--- src/logic/spy_hunter_cfg.svh ---
`ifndef SPY_HUNTER_CFG_SVH
`define SPY_HUNTER_CFG_SVH

// ========================================
// download image layout, byte addresses
// ========================================

// main cpu and sound board roms sit below the sound deluxe area
`define SH_CSD_BASE           19'h10000

// sound deluxe roms are interleaved into 16 bit words
`define SH_SPRITE_BASE        19'h18000

// background and character roms follow, not kept here
`define SH_SPRITE_END         19'h38000

// ========================================
// driver controls
// ========================================

// pedal and steering change per video frame
`define SH_GAS_STEP           8
`define SH_STEER_STEP         4

// steering level with the wheel released
`define SH_STEER_CENTER       8'h80

// ========================================
// reset sequencing
// ========================================

`define SH_SECOND_RESET_DELAY 64

`endif

--- src/logic/spy_hunter_pkg.sv ---
package spy_hunter_pkg;

	// ========================================
	// download channel
	// ========================================

	typedef logic [18:0] dl_addr_t;
	typedef logic [7:0]  dl_byte_t;

	// ========================================
	// rom banks
	// ========================================

	typedef logic [15:0] rom_word_t;
	typedef logic [15:0] bank_addr_t;

	// index of a 32 bit sprite word, i.e. a pair of bank words
	typedef logic [14:0] sprite_addr_t;
	typedef logic [31:0] sprite_word_t;

	// pedal or steering level handed to the core
	typedef logic [7:0]  ctrl_level_t;

	// core reset sequencer
	typedef enum logic [1:0] {
		st_wait_rom,
		st_delay,
		st_run
	} rst_state_t;

endpackage

--- src/logic/rom_loader.sv ---
`timescale 1ns/10ps

`include "spy_hunter_cfg.svh"

module rom_loader import spy_hunter_pkg::*; (
	input  logic       clk_sys,
	input  logic       reset,
	input  logic       ioctl_download,
	input  logic       ioctl_wr,
	input  dl_byte_t   ioctl_index,
	input  dl_addr_t   ioctl_addr,
	input  dl_byte_t   ioctl_dout,
	output logic       prog_req,
	output bank_addr_t prog_word,
	output logic       prog_lane,
	output dl_byte_t   prog_data,
	output logic       sprite_req,
	output bank_addr_t sprite_word,
	output logic       sprite_lane,
	output dl_byte_t   sprite_data
);

	// strobe history and the byte captured with it
	logic     wr_d;
	logic     wr_d2;
	logic     qual_d;
	dl_addr_t addr_d;
	dl_byte_t dout_d;

	logic       strobe;
	logic       in_low;
	logic       in_csd;
	logic       in_sprite;
	dl_addr_t   sprite_off;
	bank_addr_t low_word;
	bank_addr_t csd_word;
	bank_addr_t spr_word;

	always_ff @(posedge clk_sys) begin
		if (reset) begin
			wr_d   <= 1'b0;
			wr_d2  <= 1'b0;
			qual_d <= 1'b0;
		end else begin
			wr_d   <= ioctl_wr;
			wr_d2  <= wr_d;
			qual_d <= ioctl_download && (ioctl_index == '0);
		end
	end

	always_ff @(posedge clk_sys) begin
		addr_d <= ioctl_addr;
		dout_d <= ioctl_dout;
	end

	// rising edge of the host write, only for the rom image index
	assign strobe = wr_d && !wr_d2 && qual_d;

	// ========================================
	// region decode and remapping
	// ========================================

	assign in_low    = addr_d < `SH_CSD_BASE;
	assign in_csd    = !in_low && (addr_d < `SH_SPRITE_BASE);
	// anything at or past the sprite end falls through all three
	assign in_sprite = !in_low && !in_csd && (addr_d < `SH_SPRITE_END);

	assign sprite_off = addr_d - `SH_SPRITE_BASE;

	// byte roms pack two bytes per word
	assign low_word = {1'b0, addr_d[15:1]};
	// csd byte pairs interleave on bit 14
	assign csd_word = {addr_d[16], addr_d[15], addr_d[13:0]};
	// four sprite roms form one 32 bit word from two bank words
	assign spr_word = {sprite_off[14:0], sprite_off[16]};

	// one toggle per accepted byte, only on the bank that owns it
	always_ff @(posedge clk_sys) begin
		if (reset) begin
			prog_req   <= 1'b0;
			sprite_req <= 1'b0;
		end else if (strobe) begin
			if (in_low || in_csd) begin
				prog_req <= ~prog_req;
			end
			if (in_sprite) begin
				sprite_req <= ~sprite_req;
			end
		end
	end

	always_ff @(posedge clk_sys) begin
		if (strobe && (in_low || in_csd)) begin
			prog_word <= in_low ? low_word : csd_word;
			prog_lane <= in_low ? addr_d[0] : addr_d[14];
			prog_data <= dout_d;
		end
		if (strobe && in_sprite) begin
			sprite_word <= spr_word;
			sprite_lane <= sprite_off[15];
			sprite_data <= dout_d;
		end
	end

endmodule

--- config.mk ---
export PLATFORM = sky130hd
export DESIGN_NAME = rom_loader
export DESIGN_NICKNAME = d
export VERILOG_FILES = /design/src/logic/spy_hunter_pkg.sv /design/src/logic/rom_loader.sv
export VERILOG_INCLUDE_DIRS = /design/src /design/src/logic
export SDC_FILE = /design/constraint.sdc
export NUM_CORES = 1
export LEC_CHECK = 0
export ABC_CLOCK_PERIOD_IN_PS = 4800
export BUFFER_PORTS_ARGS = -buffer_cell sky130_fd_sc_hd__buf_2
export CELL_PAD_IN_SITES_DETAIL_PLACEMENT = 1
export CELL_PAD_IN_SITES_GLOBAL_PLACEMENT = 1
export CORE_UTILIZATION = 42
export DETAILED_ROUTE_END_ITERATION = 16
export GPL_TIMING_DRIVEN = 0
export PLACE_DENSITY_LB_ADDON = 0.12
export SLEW_MARGIN = 5
export SYNTH_ARGS = -nofsm -noshare
export SYNTH_HDL_FRONTEND = slang
export SYNTH_SLANG_ARGS = --single-unit
--- constraint.sdc ---
create_clock -name clk_sys -period 4.8 [get_ports clk_sys]
set_clock_uncertainty 0.15 [all_clocks]
set_input_delay 0.48 -clock clk_sys [delete_from_list [all_inputs] [get_ports clk_sys]]
set_output_delay 0.48 -clock clk_sys [all_outputs]
set_load 0.01 [all_outputs]
; Word-level counts from Yosys, hierarchy flattened
; Cells that the tools add are included.
; W data, S select, Z words.
[op_classes]
addsub = 1
magnitude_cmp = 3
n_mux = 2
bitwise_logic = 2
reduce_logical = 15
[ops]
columns = cell, count
row1 = $lt A19 B17 Y1 const B, 2
row2 = $lt A19 B18 Y1 const B, 1
row3 = $sub A17 B17 Y17 const B, 1
row4 = $mux W14, 1
row5 = $logic_and A1 B1 Y1, 8
row6 = $logic_not A8 Y1, 1
row7 = $reduce_and A2 Y1, 2
row8 = $logic_not A1 Y1, 3
row9 = $not A1 Y1, 2
row10 = $logic_or A1 B1 Y1, 1
row11 = $mux W1, 1
[word_totals]
register_bits = 82
in_bits = 39
out_inout_bits = 52
word_cells = 37

; Logic depth before layout (Yosys ltp)
; Gate-level depths: netlist of the first run.
[depth]
ltp_word = 7
mapped_depth = 4
depth_no_buf = 4

; Worst setup path after synthesis of the first run
; OpenSTA, ideal clock, no wires.
[synth_path]
path_type = reg2reg
from = register addr_d[16]
to = register prog_data[0], enable pin
setup_time_ns = 0.407
arrival_ns = 1.897
required_time_ns = 4.243
path_slack_ns = 2.346
path_stages_with_launch = 4
n_path_buf = 0
period_less_slack_ns = 2.454
cell_sequence = dfxtp_1 > ha_1 > a211o_1 > nor2_1
[synth_between]
elab_chain_cells = 5
elab_cells_between_ends = 6
classes_between = order compare: 2 / reduce/logical: 4
[synth_lines]
columns = item, line
row1 = start: declaration, rom_loader.sv:27  ; dl_addr_t addr_d;
row2 = start signal: assignment, rom_loader.sv:52  ; addr_d <= ioctl_addr;
row3 = $lt A19 B17 Y1 (no source line), --
row4 = $logic_not A1 Y1, rom_loader.sv:64  ; assign in_csd = !in_low && (addr_d < `SH_SPRITE_BASE);
row5 = $logic_and A1 B1 Y1, rom_loader.sv:64
row6 = $logic_or A1 B1 Y1 (*), rom_loader.sv:93  ; if (strobe && (in_low || in_csd)) begin
row7 = $logic_and A1 B1 Y1 (*), rom_loader.sv:93
row8 = end signal: assignment, rom_loader.sv:96  ; prog_data <= dout_d;
row9 = end: declaration, rom_loader.sv:16  ; output dl_byte_t prog_data,
; Every way passes the cells marked *; elsewhere a longest branch is shown, timed or not.
; A chain may end at the register's enable or synchronous reset.

; Final worst setup path of the first run
[layout_path]
from = register addr_d[16]
to = register sprite_req
[layout_between]
elab_chain_cells = 7
elab_cells_between_ends = 9
classes_between = order compare: 3 / reduce/logical: 6
[layout_lines]
columns = item, line
row1 = $lt A19 B17 Y1 (no source line), --
row2 = $logic_not A1 Y1, "rom_loader.sv:64, rom_loader.sv:66"
row3 = $logic_and A1 B1 Y1, rom_loader.sv:64
row4 = $logic_not A1 Y1, rom_loader.sv:66  ; assign in_sprite = !in_low && !in_csd && (addr_d < `SH_SPRITE_END);
row5 = $logic_and A1 B1 Y1, rom_loader.sv:66
row6 = $logic_and A1 B1 Y1 (*), rom_loader.sv:66
row7 = $reduce_and A2 Y1 (no source line) (*), --
row8 = end signal: assignment, rom_loader.sv:87  ; sprite_req <= ~sprite_req;
row9 = end: declaration, rom_loader.sv:17  ; output logic sprite_req,
; Marked as above.

==> results of run 1 <==
synthesized netlist by cell type:
master         number
nor4_1              2
mux2_2             13
a21o_1              1
o21ai_0             1
or3_1               1
a211o_1             1
and4b_1             1
mux2_4              1
nor3_4              1
buf_4               1
dfxtp_1            32
ha_1                1
inv_1               1
a21oi_1             1
nor2_1              2
nand3b_1            1
mux2_1              2
dlygate4sd3_1       1
nor3b_2             1
edfxtp_1           50
nor2b_1             3
metal layers:
layer | GRT usage | part of all wire
met1 | 0.1790 | 0.38
met2 | 0.2826 | 0.54
met3 | 0.04713 | 0.065
met4 | 0.08333 | 0.013
met5 | 0 | 0
worst max-delay path by stage:
stage / cells after the start / start / end / slack [ns]
CTS: 5 / addr_d[16] / sprite_req / 2.51
global placement: 3 / addr_d[16] / prog_word[4] / 1.71
floorplan: 3 / addr_d[16] / prog_data[0] / 2.35
finish: 5 / addr_d[16] / sprite_req / 2.53
detailed placement: 5 / addr_d[16] / sprite_req / 2.52
global route: 5 / addr_d[16] / sprite_req / 2.40
cell families (layout without fill, tap and decap cells):
group | after synthesis | count (layout) | synth area share
AOI/OAI and AO/OA | 4 | 4 | 0.01060
DFF | 82 | 82 | 0.8646
and+or+nand+nor | 12 | 12 | 0.03687
buffers and inverters | 3 | 111 | 0.008586
muxes | 16 | 16 | 0.07424
adders and majority gates | 1 | 1 | 0.005050
layout make-up:
cell class / count / area [sq um] / share of cell area
flip-flops and latches: 82 / 2142 / 0.6552
clock buffers: 12 / 145.1 / 0.04439
clock inverters: 4 / 42.54 / 0.01301
well taps: 72 / 90.09 / 0.02755
multi-input cells: 33 / 322.8 / 0.09874
repair buffers: 92 / 505.5 / 0.1546
inverters: 1 / 3.754 / 0.001148
plain buffers: 2 / 17.52 / 0.005358
stage by stage:
step	power, mW	area [sq um]	setup WS (ns)	cells	util
after floorplan	0.7954	2477	2.346	118	-
after global placement	0.8129	3018	1.711	280	0.5382
after detailed placement	0.8173	3082	2.521	282	0.5495
after CTS	1.283	3269	2.505	298	0.5830
after global routing	1.317	3269	2.401	298	0.5830
final	1.272	3269	2.533	298	0.5830
sequential cells by signal, indices dropped and copies added, names as in the netlist:
register / cells
dout_d: 8
wr_d: 1
addr_d: 19
sprite_word: 16
wr_d2: 1
prog_word: 16
prog_req: 1
sprite_req: 1
sprite_lane: 1
prog_lane: 1
qual_d: 1
sprite_data: 8
prog_data: 8
worst reg2reg max path, stage by stage (launching register included):
cell	delay (ns)
dfxtp_1	0.42
ha_1	0.21
a211o_1	0.19
nor3b_4	0.64
buf_16	0.24
mux2_4	0.31
power groups by stage:
| stage | logic [mW] | clock network, mW | registers, mW |
|---|---|---|---|
| global route | 0.0363 | 0.511 | 0.769 |
| finish | 0.0329 | 0.471 | 0.768 |
| detailed placement | 0.0334 | 0 | 0.784 |
| global placement | 0.0304 | 0 | 0.783 |
| floorplan | 0.0146 | 0 | 0.781 |
| CTS | 0.0337 | 0.482 | 0.768 |
==> results.py, run 1 <==
metrics = {
    "power_and_ir_drop": {
        "intPower_mw": 1.032,
        "ir_drop_v": 0.0001925,
        "power_per_cell_area_nw_per_um2": 389.0,
        "p_comb_frac": 0.026,
        "switchingPower_mw": 0.2400,
        "p_leak_nw": 1.317,
        "seq_power_share": 0.604,
        "p_sw_frac": 0.1888,
        "power.share.clock": 0.370,
    },
    "worst_setup_path": {
        "worstPathArrival_ns": 2.33,
        "worstPathCellList": "ha_1 > a211o_1 > nor3b_4 > buf_16 > mux2_4",
        "end_kind": "register",
        "r2r.worst_path.cells": 5,
        "cp_slowest_stage_delay_ns": 0.64,
        "timing.rr.start": "addr_d[16]",
        "crit_path_start_kind": "register",
        "worstReg2RegEnd": "sprite_req",
        "required_ns": 4.87,
        "critPathKind": "reg -> reg",
        "r2r_slack_ns": 2.53,
        "worst-path-buf-inv": 1,
        "critPathSlowestCell": "nor3b_4",
        "path_max_fanout": 16,
        "cp_top_family": "simple AND/OR/NAND/NOR gates",
    },
    "global_routing": {
        "antenna_found_initial": 0,
        "grt_pass1_vias": 1353,
        "grt_max_degree": 17,
        "grt_usage": 0.1621,
        "grt_pass1_wl_um": 7127,
        "grt_overflow": 0,
    },
    "timing": {
        "holdWs_ns": 0.09338,
        "slew_headroom": 0.5227,
        "finalSetupTns_ns": 0,
        "period_minus_slack_ns": 2.267,
        "tightestPinTransition_ns": 0.7151,
        "rsz0062_at_grt": "false",
        "setup_viol": 0,
        "slew_viol_final": 0,
        "clock.fmax_mhz": 441.0,
        "post-route-period-util": 0.4724,
        "finalHoldViolations": 0,
    },
    "synth": {
        "yosysUniqueCellTypes": 21,
        "syn_area_sq_um": 2477,
        "syn_area_per_cell_sq_um": 20.99,
        "synth.area.top_cells": "edfxtp_1 61%, dfxtp_1 26%, mux2_2 5.9%",
        "synth_cells": 118,
        "yosys_warnings": 0,
        "syn_nets": 158,
        "synth-seq-cells": 82,
        "synth.largest_area_cell": "edfxtp_1",
        "ys_seq_area_frac": 0.8646,
        "synth_top_cell_area_share": 0.6061,
    },
    "cts": {
        "path_clk_slew_ns": 0.08,
        "ctsLongestPathBuffers": 2,
        "htree_levels": 3,
        "cts_root_buf": "clkbuf_8",
        "postCtsHoldBufs": 0,
        "clock-sinks": 82,
        "cts_made_buffers": 9,
        "cts_resized": 0,
        "post_cts_buffers": 0,
        "cts_tree": "yes",
        "clock_latency_ns": 0.33,
    },
    "layout": {
        "drive_gt1_frac": 0.5398,
        "final_nets": 261,
        "fill_cells": 542,
        "antenna_cells": 0,
        "final_cell_mix": "90 x buf_2, 50 x edfxtp_1, 32 x dfxtp_1",
        "layout_commonest_cell": "buf_2",
        "syn_to_final_growth_pct": 31.97,
    },
    "routing": {
        "dr.pass1.iters": 3,
        "post_drt_wl_per_cell_um": 15.67,
        "num_vias": 1353,
        "via_per_inst": 4.540,
        "remaining_drc_errors": 0,
        "first_iter_violations": 60,
        "wl_um": 4669,
        "drtAntennaViolNets": 0,
    },
    "placement": {
        "port_buffers": 90,
        "dp_hpwl_um": 3356,
        "gp_congestion": 0.6234,
    },
    "floorplan": {
        "num_io_pins": 91,
        "core_region_area_sq_um": 5608,
        "die_height_um": 78.80,
        "die_w_um": 78.80,
        "start_util": 0.4418,
        "rows": 27,
        "fp.dieArea_sq_um": 6209,
    },
    "worst_hold_path": {
        "min_path_type": "in -> reg",
        "hold_start": "ioctl_addr[15]",
        "min_to": "addr_d[15]",
        "hold_path_depth": 1,
    },
    "flow_run": {
        "max_cap_viol_count": 0,
    },
    "status": {
        "status": "complete, no violations",
    },
}
Power figures use the tool's default switching activity.
==> inputs of run 2 (changes only) <==
- ABC_CLOCK_PERIOD_IN_PS: 4800 -> 1940
- CORE_UTILIZATION: 42 -> 35
- clock period: 4.8 -> 1.94 ns (I/O delays scaled with it)
==> run 2 against run 1 <==
  * First-iteration DRC count shrank 6.7%
  * Maximum frequency increased by 23%
  * Worst setup slack got worse by 2.4 ns
  * Critical endpoint unchanged
==> results.py, run 2 (same netlist as run 1, synthesis figures left out) <==
metrics = {
    "timing": {
        "clock.fmax_mhz": 541.5,
        "finalHoldViolations": 0,
        "holdWs_ns": 0.02886,
        "rsz0062_at_grt": "false",
        "slew_headroom": 0.7094,
        "period_minus_slack_ns": 1.847,
        "slew_viol_final": 0,
        "post-route-period-util": 0.9519,
        "tightestPinTransition_ns": 0.4348,
        "setup_viol": 0,
    },
    "floorplan": {
        "die_w_um": 86.13,
        "fp.dieArea_sq_um": 7418,
        "num_io_pins": 91,
        "die_height_um": 86.13,
        "rows": 30,
        "core_region_area_sq_um": 6832,
        "start_util": 0.3626,
    },
    "status": {
        "status": "complete, no violations",
    },
    "routing": {
        "post_drt_wl_per_cell_um": 14.55,
        "top_layer": "met4",
        "wl_met2_um": 2875,
        "dr.pass1.iters": 4,
        "first_iter_violations": 56,
        "num_vias": 1504,
        "via_per_inst": 4.225,
        "remaining_drc_errors": 0,
        "wl_met3_um": 263,
        "wl_um": 5180,
        "m1WireLength_um": 1974,
        "drtAntennaViolNets": 0,
    },
    "placement": {
        "dp_cells": 306,
        "port_buffers": 90,
        "gp_congestion": 0.6384,
        "dpl_cell_area_sq_um": 3105,
        "dp_hpwl_um": 3416,
    },
    "layout": {
        "final_cell_mix": "90 x buf_2, 50 x edfxtp_1, 32 x dlygate4sd3_1",
        "final_cells": 356,
        "top_regs": "addr_d x19, prog_word x16, sprite_word x16",
        "antenna_cells": 0,
        "fin_area_sq_um": 3631,
        "drive_gt1_frac": 0.5038,
        "layout_commonest_cell": "buf_2",
        "largest_reg_flops": 19,
        "syn_to_final_growth_pct": 46.57,
        "final_nets": 295,
        "post-route-util": 0.5315,
        "regMostFlops": "addr_d",
        "fill_cells": 698,
    },
    "worst_setup_path": {
        "worstReg2RegEnd": "sprite_req",
        "end_kind": "register",
        "crit_path_start_kind": "register",
        "worstPathArrival_ns": 1.92,
        "crit_start": "addr_d[16]",
        "r2r_slack_ns": 0.09,
        "critPathSlowestCell": "a211o_2",
        "path_max_fanout": 5,
        "required_ns": 2.01,
        "r2r.worst_path.cells": 5,
        "timing.rr.start": "addr_d[16]",
        "cp_slowest_stage_delay_ns": 0.41,
        "critPathKind": "reg -> reg",
        "worstPathCellList": "ha_4 > a211o_2 > nor3b_4 > buf_4 > mux2_4",
    },
    "cts": {
        "cts_root_buf": "clkbuf_8",
        "ctsLongestPathBuffers": 2,
        "clock_latency_ns": 0.33,
        "cts_made_buffers": 9,
        "path_clk_slew_ns": 0.08,
        "cts_tree": "yes",
        "clock-sinks": 82,
        "htree_levels": 3,
    },
    "power_and_ir_drop": {
        "power_per_cell_area_nw_per_um2": 878.9,
        "p_leak_nw": 1.449,
        "p_total_mw": 3.191,
        "ir_drop_v": 0.0003902,
    },
    "global_routing": {
        "grt_max_degree": 15,
        "antenna_found_initial": 0,
        "grt_overflow": 0,
        "grt_pass1_vias": 1604,
        "grt_pass1_wl_um": 7714,
        "grt_usage": 0.1443,
    },
    "flow_run": {
        "max_cap_viol_count": 0,
    },
    "worst_hold_path": {
        "hold_path_depth": 3,
        "hold_start": "ioctl_index[4]",
        "min_path_type": "in -> reg",
        "min_to": "qual_d",
    },
}
run 2: per-layer routing:
layer / GRT usage / vias up
met5: 0 / -
met1: 0.1567 / 727
met4: 0.07273 / 0
li1: - / 716
met3: 0.03561 / 7
met2: 0.2605 / 54
run 2: critical path: cells and delay by family, from the launching register on:
kind | cells | cell delay [ns]
DFF | 1 | 0.37
muxes | 1 | 0.29
adders and majority gates | 1 | 0.16
AOI/OAI and AO/OA | 1 | 0.41
buffers and inverters | 1 | 0.18
and+or+nand+nor | 1 | 0.18
run 2: report_power, final:
group	internal (mW)	switching [mW]	total, mW	leakage, nW
registers	1.88	0.0233	1.90	0.718
clock network	0.594	0.564	1.16	0.0933
logic	0.0959	0.0367	0.133	0.637
run 2: layout make-up:
type                       instances  area, sq um  area share
buffer                             2        17.52    0.004824
clock buffer                      11        131.4     0.03618
clock inverter                     5        56.30     0.01551
inverter                           1        3.754    0.001034
multi-input combinational         34        352.8     0.09717
sequential                        82         2147      0.5913
tap                               96        120.1     0.03308
timing repair buffer             125        802.0      0.2209
run 2: stage by stage:
stage | TNS [ns] | worst slack, ns
floorplan | -3.956 | -0.1231
CTS | -0.07678 | -0.01719
finish | 0 | 0.09329
detailed placement | -3.799 | -0.1530
global placement | -27.10 | -0.5784
global route | 0 | 0.06390
run 2: how the worst max path moves through the flow:
stage | end | slack [ns]
6_report | sprite_req | 0.09
3_3_place_gp | prog_word[5] | -0.58
2_1_floorplan | prog_data[0] | -0.12
5_1_grt | prog_word[4] | 0.06
4_1_cts | sprite_data[5] | -0.02
3_5_place_dp | prog_data[6] | -0.15
run 2: repair_timing:
action                                  CTS  global route
endpoints found under the setup margin   25            21
hold endpoints to repair                 31             0
resized for setup                         2             0
pin swaps                                 2             0
buffers inserted                          0             2
gates cloned                              1             0
hold buffers                             31             0
==> inputs of run 3 (changes only) <==
- ABC_AREA: not set -> 1
==> run 3 against run 2 <==
  * Worst setup slack better by 0.0026 ns
  * Design area rose by 1.4%
  * Sequential share of layout area down 0.96 points
  * Non-clock buffer count stayed put
  * Largest cell class unchanged
  * Highest routed layer unchanged
==> results.py, run 3 <==
metrics = {
    "worst_setup_path": {
        "critPathKind": "reg -> reg",
        "crit_start": "addr_d[16]",
        "worstSetupEndpoint": "sprite_word[6]",
        "worstReg2RegEnd": "sprite_word[6]",
        "timing.rr.start": "addr_d[16]",
        "r2r.worst_path.cells": 6,
        "r2r_slack_ns": 0.1,
        "end_kind": "register",
        "path_max_fanout": 12,
        "worstPathArrival_ns": 1.75,
        "required_ns": 1.84,
        "crit_path_start_kind": "register",
    },
    "placement": {
        "gp_congestion": 0.6570,
        "dp_cells": 351,
        "port_buffers": 90,
        "dp_hpwl_um": 3420,
    },
    "timing": {
        "tightestPinTransition_ns": 0.4555,
        "slew_headroom": 0.6956,
        "period_minus_slack_ns": 1.844,
        "setup_viol": 0,
        "clock.fmax_mhz": 542.3,
        "post-route-period-util": 0.9506,
        "holdWs_ns": 0.2830,
        "finalHoldViolations": 0,
        "rsz0062_at_grt": "false",
        "slew_viol_final": 0,
    },
    "global_routing": {
        "grt_pass1_vias": 1690,
        "grt_pass1_wl_um": 8259,
        "grt_max_degree": 27,
        "grt_overflow": 0,
        "antenna_found_initial": 0,
        "grt_usage": 0.1500,
    },
    "synth": {
        "yosysMostFrequentCell": "edfxtp_1",
        "ys_seq_area_frac": 0.8323,
        "synth.area.top_cells": "edfxtp_1 58%, dfxtp_1 25%, nand2_1 3.2%",
        "syn_area_per_cell_sq_um": 15.60,
        "synthArstFlopShare": 0,
        "synth.largest_area_cell": "edfxtp_1",
        "synth_edf_count": 50,
        "yosysUniqueCellTypes": 16,
        "syn_area_sq_um": 2574,
        "synth-seq-cells": 82,
        "synth_cells": 165,
        "yosys-top-cells-count": "50 x edfxtp_1, 32 x dfxtp_1, 22 x nand2_1, 17 x inv_1, 14 x nor2_1",
        "yosys_warnings": 0,
        "syn_nets": 205,
        "synth_ff_type": "edfxtp_1",
        "synth_top_cell_area_share": 0.5834,
    },
    "layout": {
        "final_nets": 342,
        "regMostFlops": "addr_d",
        "final_cells": 403,
        "syn_to_final_growth_pct": 43.07,
        "top_regs": "addr_d x19, prog_word x16, sprite_word x16",
        "final_cell_mix": "90 x buf_2, 50 x edfxtp_1, 32 x dfxtp_1",
        "antenna_cells": 0,
        "layout_commonest_cell": "buf_2",
        "post-route-util": 0.5303,
        "drive_gt1_frac": 0.4104,
        "largest_reg_flops": 19,
    },
    "cts": {
        "cts_made_buffers": 9,
        "path_clk_slew_ns": 0.08,
        "clock-sinks": 82,
        "clock_latency_ns": 0.34,
        "ctsLongestPathBuffers": 2,
        "cts_root_buf": "clkbuf_8",
        "cts_tree": "yes",
        "htree_levels": 3,
    },
    "flow_run": {
        "max_cap_viol_count": 0,
    },
    "power_and_ir_drop": {
        "power_per_cell_area_nw_per_um2": 846.6,
        "p_total_mw": 3.117,
        "ir_drop_v": 0.0004466,
        "p_leak_nw": 1.551,
    },
    "status": {
        "status": "complete, no violations",
    },
    "floorplan": {
        "num_io_pins": 91,
        "start_util": 0.3706,
        "core_region_area_sq_um": 6944,
        "die_w_um": 87.75,
        "die_height_um": 87.75,
        "fp.dieArea_sq_um": 7700,
        "rows": 30,
    },
    "routing": {
        "top_layer": "met4",
        "wl_met2_um": 2833,
        "remaining_drc_errors": 0,
        "drtAntennaViolNets": 0,
        "num_vias": 1702,
        "wl_met3_um": 293,
        "post_drt_wl_per_cell_um": 13.73,
        "dr.pass1.iters": 4,
        "first_iter_violations": 85,
        "wl_um": 5534,
        "via_per_inst": 4.223,
        "m1WireLength_um": 2296,
    },
    "worst_hold_path": {
        "min_path_type": "reg -> reg",
        "hold_start": "addr_d[2]",
    },
}
## run 3: metal layers
metal  vias to the layer above  GRT usage
li1                        831          -
met1                       796     0.1695
met2                        63     0.2629
met3                        12    0.04053
met4                         0    0.07154
met5                         -          0
## run 3: cell type report
| type | instances | area, sq um |
|---|---|---|
| plain buffers | 3 | 26.28 |
| inverters | 17 | 67.56 |
| multi-input cells | 64 | 352.8 |
| fillers | 720 | 3262 |
| flip-flops and latches | 82 | 2142 |
| clock buffers | 10 | 127.6 |
| repair inverters | 1 | 7.507 |
| well taps | 96 | 120.1 |
| clock inverters | 6 | 42.54 |
| repair buffers | 124 | 795.8 |
## run 3: where the power goes
group / internal [mW] / switching (mW) / leakage, nW
combinational: 0.0899 / 0.0597 / 0.749
clock: 0.467 / 0.601 / 0.0843
sequential: 1.88 / 0.0214 / 0.718
total: 2.43 / 0.682 / 1.55
## run 3: cells by family (layout without fill, tap and decap cells)
logic type      count (synthesis)  after routing  share of synthesized area
simple gates                   51             52                    0.09188
flops                          82             82                     0.8323
buf+inv                        20            161                    0.03500
fa+ha+maj                       1              1                   0.004861
compound gates                 11             11                    0.03597
## run 3: worst min-delay path by stage
stage / to / slack, ns / cells after the start
3_5_place_dp: dout_d[5] / 0.15 / 1
2_1_floorplan: addr_d[0] / 0.07 / 0
6_report: sprite_word[3] / 0.28 / 0
4_1_cts: sprite_word[3] / 0.29 / 0
3_3_place_gp: addr_d[16] / 0.15 / 1
5_1_grt: prog_data[7] / 0.30 / 0
## run 3: timing repair
action / CTS / global route
gates cloned: 1 / 1
hold endpoints to repair: 31 / 0
resized for setup: 2 / 1
pin swaps: 0 / 1
hold buffers: 31 / 0
setup buffers: 0 / 3
setup endpoints to repair: 50 / 51
## run 3: critical path, stage by stage (launching register included)
cell and delay [ns]:
dfxtp_1 0.39, ha_1 0.19, nand2_1 0.09, nand2_4 0.13, nand3_1 0.25, clkinvlp_4 0.19, buf_12 0.15
## run 3: metrics by stage
| stage | setup TNS [ns] | setup WS (ns) | cell area [sq um] |
|---|---|---|---|
| finish | 0 | 0.09584 | 3682 |
| global route | 0 | 0.03522 | 3682 |
| CTS | -0.6748 | -0.03142 | 3636 |
| detailed placement | -8.026 | -0.3206 | 3144 |
| global placement | -7.408 | -0.2972 | 3144 |
| floorplan | 0 | 0.1303 | 2574 |
